===== config.mk =====
export PLATFORM = sky130hd
export DESIGN_NAME = rv32i_core
export DESIGN_NICKNAME = d
export VERILOG_FILES = /design/src/rv32i_pkg.sv /design/src/control_unit.sv /design/src/regfile.sv /design/src/alu.sv /design/src/datapath.sv /design/src/rv32i_core.sv
export VERILOG_INCLUDE_DIRS = /design/src
export SDC_FILE = /design/constraint.sdc
export NUM_CORES = 2
export LEC_CHECK = 0
export ABC_AREA = 1
export BUFFER_PORTS_ARGS = -buffer_cell sky130_fd_sc_hd__clkbuf_2
export CAP_MARGIN = 25
export CORE_MARGIN = 2
export CORE_UTILIZATION = 50
export CTS_CLUSTER_DIAMETER = 30
export DETAILED_ROUTE_END_ITERATION = 6
export PLACE_DENSITY = 0.66
export REMOVE_ABC_BUFFERS = 1
export SKIP_LAST_GASP = 1
export SLEW_MARGIN = 20
export SYNTH_ARGS = -nofsm -noshare
export SYNTH_HDL_FRONTEND = slang
export SYNTH_SLANG_ARGS = --single-unit

===== constraint.sdc =====
create_clock -name clk -period 37.3 [get_ports clk]
set_input_delay 3.73 -clock clk [delete_from_list [all_inputs] [get_ports clk]]
set_output_delay 3.73 -clock clk [all_outputs]
set_load 0.02 [all_outputs]

===== src/rv32i_config.svh =====
`ifndef RV32I_CONFIG_SVH
`define RV32I_CONFIG_SVH

// first fetch address after reset
`define RESET_PC 32'h0000_0000

// younger instructions lost on a taken branch or jump in MEM
// (the ones in ID and EX, plus the sequential fetch that the target replaces)
`define SQUASH_DEPTH 3

// log2 of the testbench memory size in bytes
`define MEM_ADDR_BITS 12

`endif


===== src/rv32i_pkg.sv =====
package rv32i_pkg;

    typedef logic [31:0] rv32i_word;
    typedef logic [4:0]  reg_idx;
    typedef logic [6:0]  rv32i_opcode;
    typedef logic [2:0]  funct3_t;
    typedef logic [2:0]  alu_op_t;
    typedef logic [3:0]  byte_mask;

    // decoded control carried down ID/EX, EX/MEM and MEM/WB
    typedef struct packed {
        alu_op_t    alu_op;
        logic       alu_sub;
        funct3_t    cmp_op;
        logic       alumux1_sel;
        logic [2:0] alumux2_sel;
        logic [2:0] regfile_mux_sel;
        logic       load_regfile;
        reg_idx     dest;
        logic       mem_read;
        logic       mem_write;
        funct3_t    mem_size;
        logic       is_branch;
        logic       is_jump;
        logic       is_jalr;
        logic       valid;
    } ctrl_word_t;

    // alu ops follow the funct3 encoding of the OP group
    localparam alu_op_t ALU_ADD  = 3'd0;
    localparam alu_op_t ALU_SLL  = 3'd1;
    localparam alu_op_t ALU_SLT  = 3'd2;
    localparam alu_op_t ALU_SLTU = 3'd3;
    localparam alu_op_t ALU_XOR  = 3'd4;
    localparam alu_op_t ALU_SRL  = 3'd5;
    localparam alu_op_t ALU_OR   = 3'd6;
    localparam alu_op_t ALU_AND  = 3'd7;

    localparam logic ALUMUX1_RS1 = 1'b0;
    localparam logic ALUMUX1_PC  = 1'b1;

    localparam logic [2:0] ALUMUX2_I_IMM = 3'd0;
    localparam logic [2:0] ALUMUX2_U_IMM = 3'd1;
    localparam logic [2:0] ALUMUX2_B_IMM = 3'd2;
    localparam logic [2:0] ALUMUX2_S_IMM = 3'd3;
    localparam logic [2:0] ALUMUX2_J_IMM = 3'd4;
    localparam logic [2:0] ALUMUX2_RS2   = 3'd5;

    localparam logic [2:0] RFMUX_ALU      = 3'd0;
    localparam logic [2:0] RFMUX_BR_EN    = 3'd1;
    localparam logic [2:0] RFMUX_U_IMM    = 3'd2;
    localparam logic [2:0] RFMUX_LOAD     = 3'd3;
    localparam logic [2:0] RFMUX_PC_PLUS4 = 3'd4;

    localparam rv32i_opcode OP_LUI    = 7'b0110111;
    localparam rv32i_opcode OP_AUIPC  = 7'b0010111;
    localparam rv32i_opcode OP_JAL    = 7'b1101111;
    localparam rv32i_opcode OP_JALR   = 7'b1100111;
    localparam rv32i_opcode OP_BRANCH = 7'b1100011;
    localparam rv32i_opcode OP_LOAD   = 7'b0000011;
    localparam rv32i_opcode OP_STORE  = 7'b0100011;
    localparam rv32i_opcode OP_IMM    = 7'b0010011;
    localparam rv32i_opcode OP_REG    = 7'b0110011;

endpackage


===== src/control_unit.sv =====
module control_unit (
    input  rv32i_pkg::rv32i_word  instr,
    output rv32i_pkg::ctrl_word_t ctrl_word
);
    import rv32i_pkg::*;

    rv32i_opcode opcode;
    funct3_t     funct3;
    logic        funct7_5;
    logic        is_slt;

    assign opcode   = instr[6:0];
    assign funct3   = instr[14:12];
    assign funct7_5 = instr[30];
    assign is_slt   = (funct3 == ALU_SLT) || (funct3 == ALU_SLTU);

    always_comb begin
        ctrl_word                 = '0;
        ctrl_word.alu_op          = ALU_ADD;
        ctrl_word.alumux1_sel     = ALUMUX1_RS1;
        ctrl_word.alumux2_sel     = ALUMUX2_I_IMM;
        ctrl_word.regfile_mux_sel = RFMUX_ALU;
        ctrl_word.dest            = instr[11:7];
        ctrl_word.mem_size        = funct3;
        ctrl_word.cmp_op          = funct3;
        ctrl_word.valid           = 1'b1;

        case (opcode)
            OP_LUI: begin
                ctrl_word.load_regfile    = 1'b1;
                ctrl_word.regfile_mux_sel = RFMUX_U_IMM;
            end
            OP_AUIPC: begin
                ctrl_word.alumux1_sel  = ALUMUX1_PC;
                ctrl_word.alumux2_sel  = ALUMUX2_U_IMM;
                ctrl_word.load_regfile = 1'b1;
            end
            OP_JAL: begin
                ctrl_word.alumux1_sel     = ALUMUX1_PC;
                ctrl_word.alumux2_sel     = ALUMUX2_J_IMM;
                ctrl_word.load_regfile    = 1'b1;
                ctrl_word.regfile_mux_sel = RFMUX_PC_PLUS4;
                ctrl_word.is_jump         = 1'b1;
            end
            OP_JALR: begin
                ctrl_word.load_regfile    = 1'b1;
                ctrl_word.regfile_mux_sel = RFMUX_PC_PLUS4;
                ctrl_word.is_jump         = 1'b1;
                ctrl_word.is_jalr         = 1'b1;
            end
            OP_BRANCH: begin
                // alu forms the target, compare unit decides
                ctrl_word.alumux1_sel = ALUMUX1_PC;
                ctrl_word.alumux2_sel = ALUMUX2_B_IMM;
                ctrl_word.is_branch   = 1'b1;
            end
            OP_LOAD: begin
                ctrl_word.mem_read        = 1'b1;
                ctrl_word.load_regfile    = 1'b1;
                ctrl_word.regfile_mux_sel = RFMUX_LOAD;
            end
            OP_STORE: begin
                ctrl_word.alumux2_sel = ALUMUX2_S_IMM;
                ctrl_word.mem_write   = 1'b1;
            end
            OP_IMM, OP_REG: begin
                if (opcode == OP_REG) begin
                    ctrl_word.alumux2_sel = ALUMUX2_RS2;
                end
                ctrl_word.alu_op       = funct3;
                ctrl_word.alu_sub      = funct7_5 & ((funct3 == ALU_SRL) |
                                         ((opcode == OP_REG) & (funct3 == ALU_ADD)));
                ctrl_word.load_regfile = 1'b1;
                // slt and sltu go through the compare unit as blt and bltu
                if (is_slt) begin
                    ctrl_word.regfile_mux_sel = RFMUX_BR_EN;
                    ctrl_word.cmp_op          = {1'b1, funct3[0], 1'b0};
                end
            end
            default: begin
                ctrl_word.valid = 1'b0;
            end
        endcase
    end

endmodule


===== src/regfile.sv =====
module regfile (
    input  logic                 clk,
    input  logic                 rst_n,
    input  logic                 load,
    input  rv32i_pkg::reg_idx    dest,
    input  rv32i_pkg::reg_idx    src_a,
    input  rv32i_pkg::reg_idx    src_b,
    input  rv32i_pkg::rv32i_word in,
    output rv32i_pkg::rv32i_word reg_a,
    output rv32i_pkg::rv32i_word reg_b
);
    import rv32i_pkg::*;

    rv32i_word regs [32];

    always_ff @(posedge clk) begin
        if (!rst_n) begin
            for (int i = 0; i < 32; i++) begin
                regs[i] <= '0;
            end
        end else if (load && dest != 5'd0) begin
            regs[dest] <= in;
        end
    end

    // a write in WB is visible to the read in ID of the same cycle
    function automatic rv32i_word read_port(reg_idx idx);
        rv32i_word val;
        val = regs[idx];
        if (load && idx == dest) begin
            val = in;
        end
        if (idx == 5'd0) begin
            val = '0;
        end
        return val;
    endfunction

    always_comb begin
        reg_a = read_port(src_a);
        reg_b = read_port(src_b);
    end

endmodule


===== src/alu.sv =====
module alu (
    input  rv32i_pkg::alu_op_t   alu_op,
    input  logic                 alu_sub,
    input  rv32i_pkg::funct3_t   cmp_op,
    input  rv32i_pkg::rv32i_word a,
    input  rv32i_pkg::rv32i_word b,
    input  rv32i_pkg::rv32i_word cmp_a,
    input  rv32i_pkg::rv32i_word cmp_b,
    output rv32i_pkg::rv32i_word f,
    output logic                 br_en
);
    import rv32i_pkg::*;

    always_comb begin
        unique case (alu_op)
            ALU_ADD:  f = alu_sub ? a - b : a + b;
            ALU_SLL:  f = a << b[4:0];
            ALU_SLT:  f = {31'b0, $signed(a) < $signed(b)};
            ALU_SLTU: f = {31'b0, a < b};
            ALU_XOR:  f = a ^ b;
            // alu_sub turns the right shift arithmetic
            ALU_SRL:  f = alu_sub ? $unsigned($signed(a) >>> b[4:0]) : a >> b[4:0];
            ALU_OR:   f = a | b;
            ALU_AND:  f = a & b;
        endcase
    end

    // branch funct3 encodings
    always_comb begin
        case (cmp_op)
            3'b000:  br_en = (cmp_a == cmp_b);
            3'b001:  br_en = (cmp_a != cmp_b);
            3'b100:  br_en = ($signed(cmp_a) < $signed(cmp_b));
            3'b101:  br_en = ($signed(cmp_a) >= $signed(cmp_b));
            3'b110:  br_en = (cmp_a < cmp_b);
            3'b111:  br_en = (cmp_a >= cmp_b);
            default: br_en = 1'b0;
        endcase
    end

endmodule


===== src/datapath.sv =====
`include "rv32i_config.svh"

module datapath (
    input  logic                 clk,
    input  logic                 rst_n,
    input  rv32i_pkg::rv32i_word inst_rdata,
    input  logic                 inst_resp,
    output rv32i_pkg::rv32i_word inst_addr,
    output logic                 inst_read,
    input  rv32i_pkg::rv32i_word data_rdata,
    input  logic                 data_resp,
    output rv32i_pkg::rv32i_word data_addr,
    output rv32i_pkg::rv32i_word data_wdata,
    output rv32i_pkg::byte_mask  data_mbe,
    output logic                 data_read,
    output logic                 data_write
);
    import rv32i_pkg::*;

    typedef struct packed {
        rv32i_word pc;
        rv32i_word ir;
        logic      valid;
    } if_id_t;

    typedef struct packed {
        ctrl_word_t ctrl;
        rv32i_word  pc;
        rv32i_word  ir;
        rv32i_word  rs1;
        rv32i_word  rs2;
    } id_ex_t;

    typedef struct packed {
        ctrl_word_t ctrl;
        rv32i_word  pc;
        rv32i_word  alu;
        rv32i_word  rs2;
        rv32i_word  u_imm;
        logic       br_en;
    } ex_mem_t;

    typedef struct packed {
        ctrl_word_t ctrl;
        rv32i_word  pc;
        rv32i_word  alu;
        rv32i_word  u_imm;
        rv32i_word  rdata;
        logic       br_en;
    } mem_wb_t;

    if_id_t     if_id;
    id_ex_t     id_ex;
    ex_mem_t    ex_mem;
    mem_wb_t    mem_wb;
    rv32i_word  pc;
    rv32i_word  inst_buf;
    rv32i_word  data_buf;
    logic       inst_done;
    logic       data_done;
    rv32i_word  inst_word;
    rv32i_word  mem_rdata;
    logic       mem_req;
    logic       stall;
    logic       redirect;
    rv32i_word  target;
    ctrl_word_t dec_ctrl;
    ctrl_word_t id_ctrl;
    ctrl_word_t ex_ctrl;
    rv32i_word  rf_a;
    rv32i_word  rf_b;
    rv32i_word  i_imm;
    rv32i_word  s_imm;
    rv32i_word  b_imm;
    rv32i_word  u_imm;
    rv32i_word  j_imm;
    rv32i_word  alu_a;
    rv32i_word  alu_b;
    rv32i_word  cmp_b;
    rv32i_word  alu_f;
    logic       br_en;
    rv32i_word  load_word;
    rv32i_word  load_ext;
    rv32i_word  wb_data;

    // taken branch or jump in MEM steers the current fetch to the target
    assign redirect  = ex_mem.ctrl.valid &
                       (ex_mem.ctrl.is_jump | (ex_mem.ctrl.is_branch & ex_mem.br_en));
    assign target    = ex_mem.ctrl.is_jalr ? {ex_mem.alu[31:1], 1'b0} : ex_mem.alu;
    assign inst_addr = redirect ? target : pc;
    assign inst_read = 1'b1;

    assign mem_req    = ex_mem.ctrl.valid & (ex_mem.ctrl.mem_read | ex_mem.ctrl.mem_write);
    assign data_read  = ex_mem.ctrl.valid & ex_mem.ctrl.mem_read & ~data_done;
    assign data_write = ex_mem.ctrl.valid & ex_mem.ctrl.mem_write & ~data_done;
    assign data_addr  = {ex_mem.alu[31:2], 2'b00};
    assign data_wdata = ex_mem.rs2 << {ex_mem.alu[1:0], 3'b000};

    always_comb begin
        case (ex_mem.ctrl.mem_size[1:0])
            2'b00:   data_mbe = 4'b0001 << ex_mem.alu[1:0];
            2'b01:   data_mbe = 4'b0011 << ex_mem.alu[1:0];
            default: data_mbe = 4'b1111;
        endcase
    end

    // responses that arrive while the other port still waits are held here
    assign inst_word = inst_done ? inst_buf : inst_rdata;
    assign mem_rdata = data_done ? data_buf : data_rdata;
    assign stall     = (~inst_done & ~inst_resp) | (mem_req & ~data_done & ~data_resp);

    always_ff @(posedge clk) begin
        if (!rst_n) begin
            inst_done <= 1'b0;
            data_done <= 1'b0;
        end else if (!stall) begin
            inst_done <= 1'b0;
            data_done <= 1'b0;
        end else begin
            if (inst_resp && !inst_done) begin
                inst_done <= 1'b1;
                inst_buf  <= inst_rdata;
            end
            if (mem_req && data_resp && !data_done) begin
                data_done <= 1'b1;
                data_buf  <= data_rdata;
            end
        end
    end

    control_unit u_control (
        .instr     (if_id.ir),
        .ctrl_word (dec_ctrl)
    );

    regfile u_regfile (
        .clk   (clk),
        .rst_n (rst_n),
        .load  (mem_wb.ctrl.load_regfile & mem_wb.ctrl.valid),
        .dest  (mem_wb.ctrl.dest),
        .src_a (if_id.ir[19:15]),
        .src_b (if_id.ir[24:20]),
        .in    (wb_data),
        .reg_a (rf_a),
        .reg_b (rf_b)
    );

    // instructions in ID and EX are younger than a redirecting MEM op
    always_comb begin
        id_ctrl       = dec_ctrl;
        id_ctrl.valid = dec_ctrl.valid & if_id.valid & ~redirect;
        ex_ctrl       = id_ex.ctrl;
        ex_ctrl.valid = id_ex.ctrl.valid & ~redirect;
    end

    assign i_imm = {{21{id_ex.ir[31]}}, id_ex.ir[30:20]};
    assign s_imm = {{21{id_ex.ir[31]}}, id_ex.ir[30:25], id_ex.ir[11:7]};
    assign b_imm = {{20{id_ex.ir[31]}}, id_ex.ir[7], id_ex.ir[30:25], id_ex.ir[11:8], 1'b0};
    assign u_imm = {id_ex.ir[31:12], 12'h000};
    assign j_imm = {{12{id_ex.ir[31]}}, id_ex.ir[19:12], id_ex.ir[20], id_ex.ir[30:21], 1'b0};

    always_comb begin
        alu_a = (id_ex.ctrl.alumux1_sel == ALUMUX1_PC) ? id_ex.pc : id_ex.rs1;
        case (id_ex.ctrl.alumux2_sel)
            ALUMUX2_U_IMM: alu_b = u_imm;
            ALUMUX2_B_IMM: alu_b = b_imm;
            ALUMUX2_S_IMM: alu_b = s_imm;
            ALUMUX2_J_IMM: alu_b = j_imm;
            ALUMUX2_RS2:   alu_b = id_ex.rs2;
            default:       alu_b = i_imm;
        endcase
        // branches compare registers, slt compares against the second operand
        cmp_b = id_ex.ctrl.is_branch ? id_ex.rs2 : alu_b;
    end

    alu u_alu (
        .alu_op  (id_ex.ctrl.alu_op),
        .alu_sub (id_ex.ctrl.alu_sub),
        .cmp_op  (id_ex.ctrl.cmp_op),
        .a       (alu_a),
        .b       (alu_b),
        .cmp_a   (id_ex.rs1),
        .cmp_b   (cmp_b),
        .f       (alu_f),
        .br_en   (br_en)
    );

    always_ff @(posedge clk) begin
        if (!rst_n) begin
            pc          <= `RESET_PC;
            if_id.valid <= 1'b0;
            id_ex.ctrl  <= '0;
            ex_mem.ctrl <= '0;
            mem_wb.ctrl <= '0;
        end else if (!stall) begin
            pc     <= inst_addr + 32'd4;
            if_id  <= '{pc: inst_addr, ir: inst_word, valid: 1'b1};
            id_ex  <= '{ctrl: id_ctrl, pc: if_id.pc, ir: if_id.ir, rs1: rf_a, rs2: rf_b};
            ex_mem <= '{ctrl: ex_ctrl, pc: id_ex.pc, alu: alu_f, rs2: id_ex.rs2,
                        u_imm: u_imm, br_en: br_en};
            mem_wb <= '{ctrl: ex_mem.ctrl, pc: ex_mem.pc, alu: ex_mem.alu,
                        u_imm: ex_mem.u_imm, rdata: mem_rdata, br_en: ex_mem.br_en};
        end
    end

    // move the addressed byte or half down to bit 0
    assign load_word = mem_wb.rdata >> {mem_wb.alu[1:0], 3'b000};

    always_comb begin
        case (mem_wb.ctrl.mem_size)
            3'b000:  load_ext = {{24{load_word[7]}}, load_word[7:0]};
            3'b001:  load_ext = {{16{load_word[15]}}, load_word[15:0]};
            3'b100:  load_ext = {24'h0, load_word[7:0]};
            3'b101:  load_ext = {16'h0, load_word[15:0]};
            default: load_ext = load_word;
        endcase
        case (mem_wb.ctrl.regfile_mux_sel)
            RFMUX_BR_EN:    wb_data = {31'b0, mem_wb.br_en};
            RFMUX_U_IMM:    wb_data = mem_wb.u_imm;
            RFMUX_LOAD:     wb_data = load_ext;
            RFMUX_PC_PLUS4: wb_data = mem_wb.pc + 32'd4;
            default:        wb_data = mem_wb.alu;
        endcase
    end

endmodule


===== src/rv32i_core.sv =====
module rv32i_core (
    input  logic                 clk,
    input  logic                 rst_n,
    input  rv32i_pkg::rv32i_word inst_rdata,
    input  logic                 inst_resp,
    output rv32i_pkg::rv32i_word inst_addr,
    output logic                 inst_read,
    input  rv32i_pkg::rv32i_word data_rdata,
    input  logic                 data_resp,
    output rv32i_pkg::rv32i_word data_addr,
    output rv32i_pkg::rv32i_word data_wdata,
    output rv32i_pkg::byte_mask  data_mbe,
    output logic                 data_read,
    output logic                 data_write
);

    // five-stage pipeline with separate instruction and data ports
    datapath u_datapath (
        .clk        (clk),
        .rst_n      (rst_n),
        .inst_rdata (inst_rdata),
        .inst_resp  (inst_resp),
        .inst_addr  (inst_addr),
        .inst_read  (inst_read),
        .data_rdata (data_rdata),
        .data_resp  (data_resp),
        .data_addr  (data_addr),
        .data_wdata (data_wdata),
        .data_mbe   (data_mbe),
        .data_read  (data_read),
        .data_write (data_write)
    );

endmodule


==> flow_summary.toml <==
[cts]
clock_path_buffers = 4
path_clk_slew_ps = 50
tritoncts = "done"
clk_latency_ps = 950
htreeDepth = 5
cts_made_buffers = 367
postCtsSetupBuffers = 0
cts_resized = 0
hold_buffers = 0
root_buffer = "clkbuf_16"
cts_num_sinks = 1600

[synthesis]
postSynth.asyncResetShare = 0
synth_ff_type = "edfxtp_1"
synthTopCellsByArea = "edfxtp_1 51%, nand2_1 8.4%, o21ai_0 7.3%"
synth_top_area_cell = "edfxtp_1"
synth_top_area_share = 0.508
syn-cell-area_sq_um = 89100
synth_cell_types = 73
synth_xor_area_frac = 0.00305
synth_top_family_by_area = "simple AND/OR/NAND/NOR gates"
synth-seq-cells = 1600
syn_inst = 10598
ys_seq_area_frac = 0.529
synth_compound_area_frac = 0.172
synthAdderAreaFrac = 0.0187
yosysWarnings = 0
synth_mux_area_frac = 0.00112
synth-edff-count = 1507
yosys.area_share.simple = 0.191
syn_avg_cell_area_sq_um = 8.41

[place]
gp_congestion = 1.01
dp_cells = 12525
dpl.hpwl_microns = 235000
port_buffers = 167

[timing]
period_share = 0.195
fin_setup_tns_ps = 0
hold_viol = 0
setup_viol = 0
slew_violations = 0
clock_skew_ps = 114
post-route-min-period_ps = 7280
rsz0062_at_grt = "no"
timing.fmax_mhz = 137
max_slew_margin = 0.172
worst_pin_slew_ps = 1240

[global_route]
grt_max_degree = 202
grt_pass1_vias = 75896
grt_pass1_wl_microns = 496000
grtUsageTotal = 0.371
gr-total-overflow = 0
antenna_found_initial = 10

[routing]
dr.max_layer_used = "met5"
wl_met2_microns = 160000
wl_met1_microns = 124000
viasPerCell = 6.13
post-route-drc-count = 0
drt-total-wl_microns = 345000
wl_per_cell_microns = 26.2
drtIter0Drc = 10689
firstDrtPassIters = 7
antenna_left = 0
dr_total_vias = 80864
wl_met3_microns = 33800

[worst_setup_path]
start_kind = "register"
crit_path_max_fanout = 21
reg2reg_slack_ps = 31760
crit_path_end_kind = "output port"
critical_path_arrival_ps = 3550
required_ps = 33570
path_class = "register to output port"

[die]
pin_count = 171
die_area_sq_um = 182000
initial_core_util = 0.504
rows = 154
die_x_microns = 426
fp.dieH_microns = 426
coreArea_sq_um = 177000

[final_layout]
area_growth_pct = 16.8
fillCellCount = 15236
final_layout_size_suffix_gt1_frac = 0.0994
layoutNonFillerInstCount = 13186
nets = 10762

[power_and_ir_drop]
p_leak_nw = 42.5
pwr_density_cell_nw_per_um2 = 56.9
vdd_drop_max_uv = 63.5

[run_status]
status = "finished, final reports clean"

[run]
drv_cap = 0

[min_path]
holdCritPathClass = "register to register"
## Yosys cell counts, types with 10 or more instances
library cell,count
a211oi_1,23
a21oi_1,636
a221oi_1,17
a31oi_1,58
buf_1,75
buf_2,94
buf_4,43
clkbuf_1,575
clkinv_1,30
dfxtp_1,93
edfxtp_1,1507
ha_1,130
inv_1,1067
inv_2,28
mux2i_1,10
nand2_1,2006
nand2_2,12
nand3_1,563
nand4_1,91
nor2_1,1360
nor2_2,23
nor3_1,55
nor4_1,14
o211ai_1,329
o21a_1,28
o21ai_0,1297
o21ai_1,34
o22ai_1,204
o31ai_1,18
or2_2,16
xor2_1,23
## per-stage QoR
step	setup slack (ps)	hold slack (ps)	utilization	total power, mW	cell area (sq um)
floorplan	8010	400	-	2.50	85900
global placement	29590	401	0.518	2.71	91500
detailed placement	29500	405	0.519	2.72	91700
CTS	30030	374	0.589	5.92	104000
global route	30030	389	0.589	6.08	104000
finish	30020	376	0.589	5.93	104000
## cell usage in the layout (no fill, tap or decap), types with 14 or more instances in the layout
cell,instances
inv_2,30
clkinv_4,21
dfxtp_1,92
conb_1,35
o21a_1,28
inv_1,1064
xor2_1,23
nor3_1,49
clkbuf_16,370
clkinv_1,76
nand3_1,562
nor2_2,26
clkbuf_2,167
buf_4,164
a211oi_1,23
ha_1,130
o22ai_1,203
edfxtp_1,1507
a21oi_1,634
nand2_2,24
nand4_1,91
a31oi_1,58
clkinvlp_4,36
nand2_1,1994
o21ai_0,1296
or2_2,16
bufinv_16,57
clkbuf_1,40
inv_6,19
a221oi_1,14
clkinv_2,51
o211ai_1,329
o21ai_1,35
nor2_1,1349
o31ai_1,18
## critical path: stages (launching register included)
cell	delay, ps
edfxtp_1	310
buf_4	380
inv_2	180
nor2_1	470
clkinv_1	650
o22ai_1	420
a21oi_1	90
clkbuf_2	180
## cell families (layout without fill, tap and decap cells)
group / Yosys count / count (layout)
adders and majority gates: 132 / 132
and+or+nand+nor: 4176 / 4176
DFF: 1600 / 1600
buffers and inverters: 1924 / 2137
other: 2 / 37
muxes: 10 / 10
AOI/OAI and AO/OA: 2723 / 2723
xor gates and xnor gates: 31 / 31
## flip-flops by register name (all words and copies together) (netlist names), 30 cells and up
| name | cells |
|---|---|
| u_datapath.pc | 32 |
| u_datapath.if_id | 65 |
| u_datapath.u_regfile.regs | 1024 |
| u_datapath.data_addr | 30 |
| u_datapath.mem_wb | 130 |
| u_datapath.ex_mem | 104 |
| u_datapath.data_buf | 32 |
| u_datapath.inst_buf | 32 |
| u_datapath.id_ex | 105 |
## power by group
group | switching [mW] | internal (mW)
clock | 1.01 | 2.20
sequential | 0.0525 | 2.05
combinational | 0.462 | 0.152
## cell type report
type	instances	area, sq um	share of cell area
antenna	2	5.00	0.0000481
timing repair buffer	359	2620	0.0252
multi-input combinational	7107	34900	0.335
tap	2340	2930	0.0281
clock inverter	237	2860	0.0275
clock buffer	414	9460	0.0909
inverter	1127	4250	0.0408
sequential	1600	47100	0.452
## path summary, 6_finish.rpt
path | start | endpoint | depth (start not counted)
max | u_datapath.ex_mem[65] | data_wdata[31] | 7
min | u_datapath.ex_mem[114] | u_datapath.mem_wb[114] | 0
max reg2reg | u_datapath.if_id[21] | u_datapath.id_ex[15] | 13
min reg2reg | u_datapath.ex_mem[114] | u_datapath.mem_wb[114] | 0
## metal layers
metal  GRT usage  vias up
li1            -    36211
met1       0.448    38396
met2       0.600     5070
met3      0.0718     1177
met4       0.253       10
met5           0        -
Note: power is estimated with default switching activity, not from simulation.
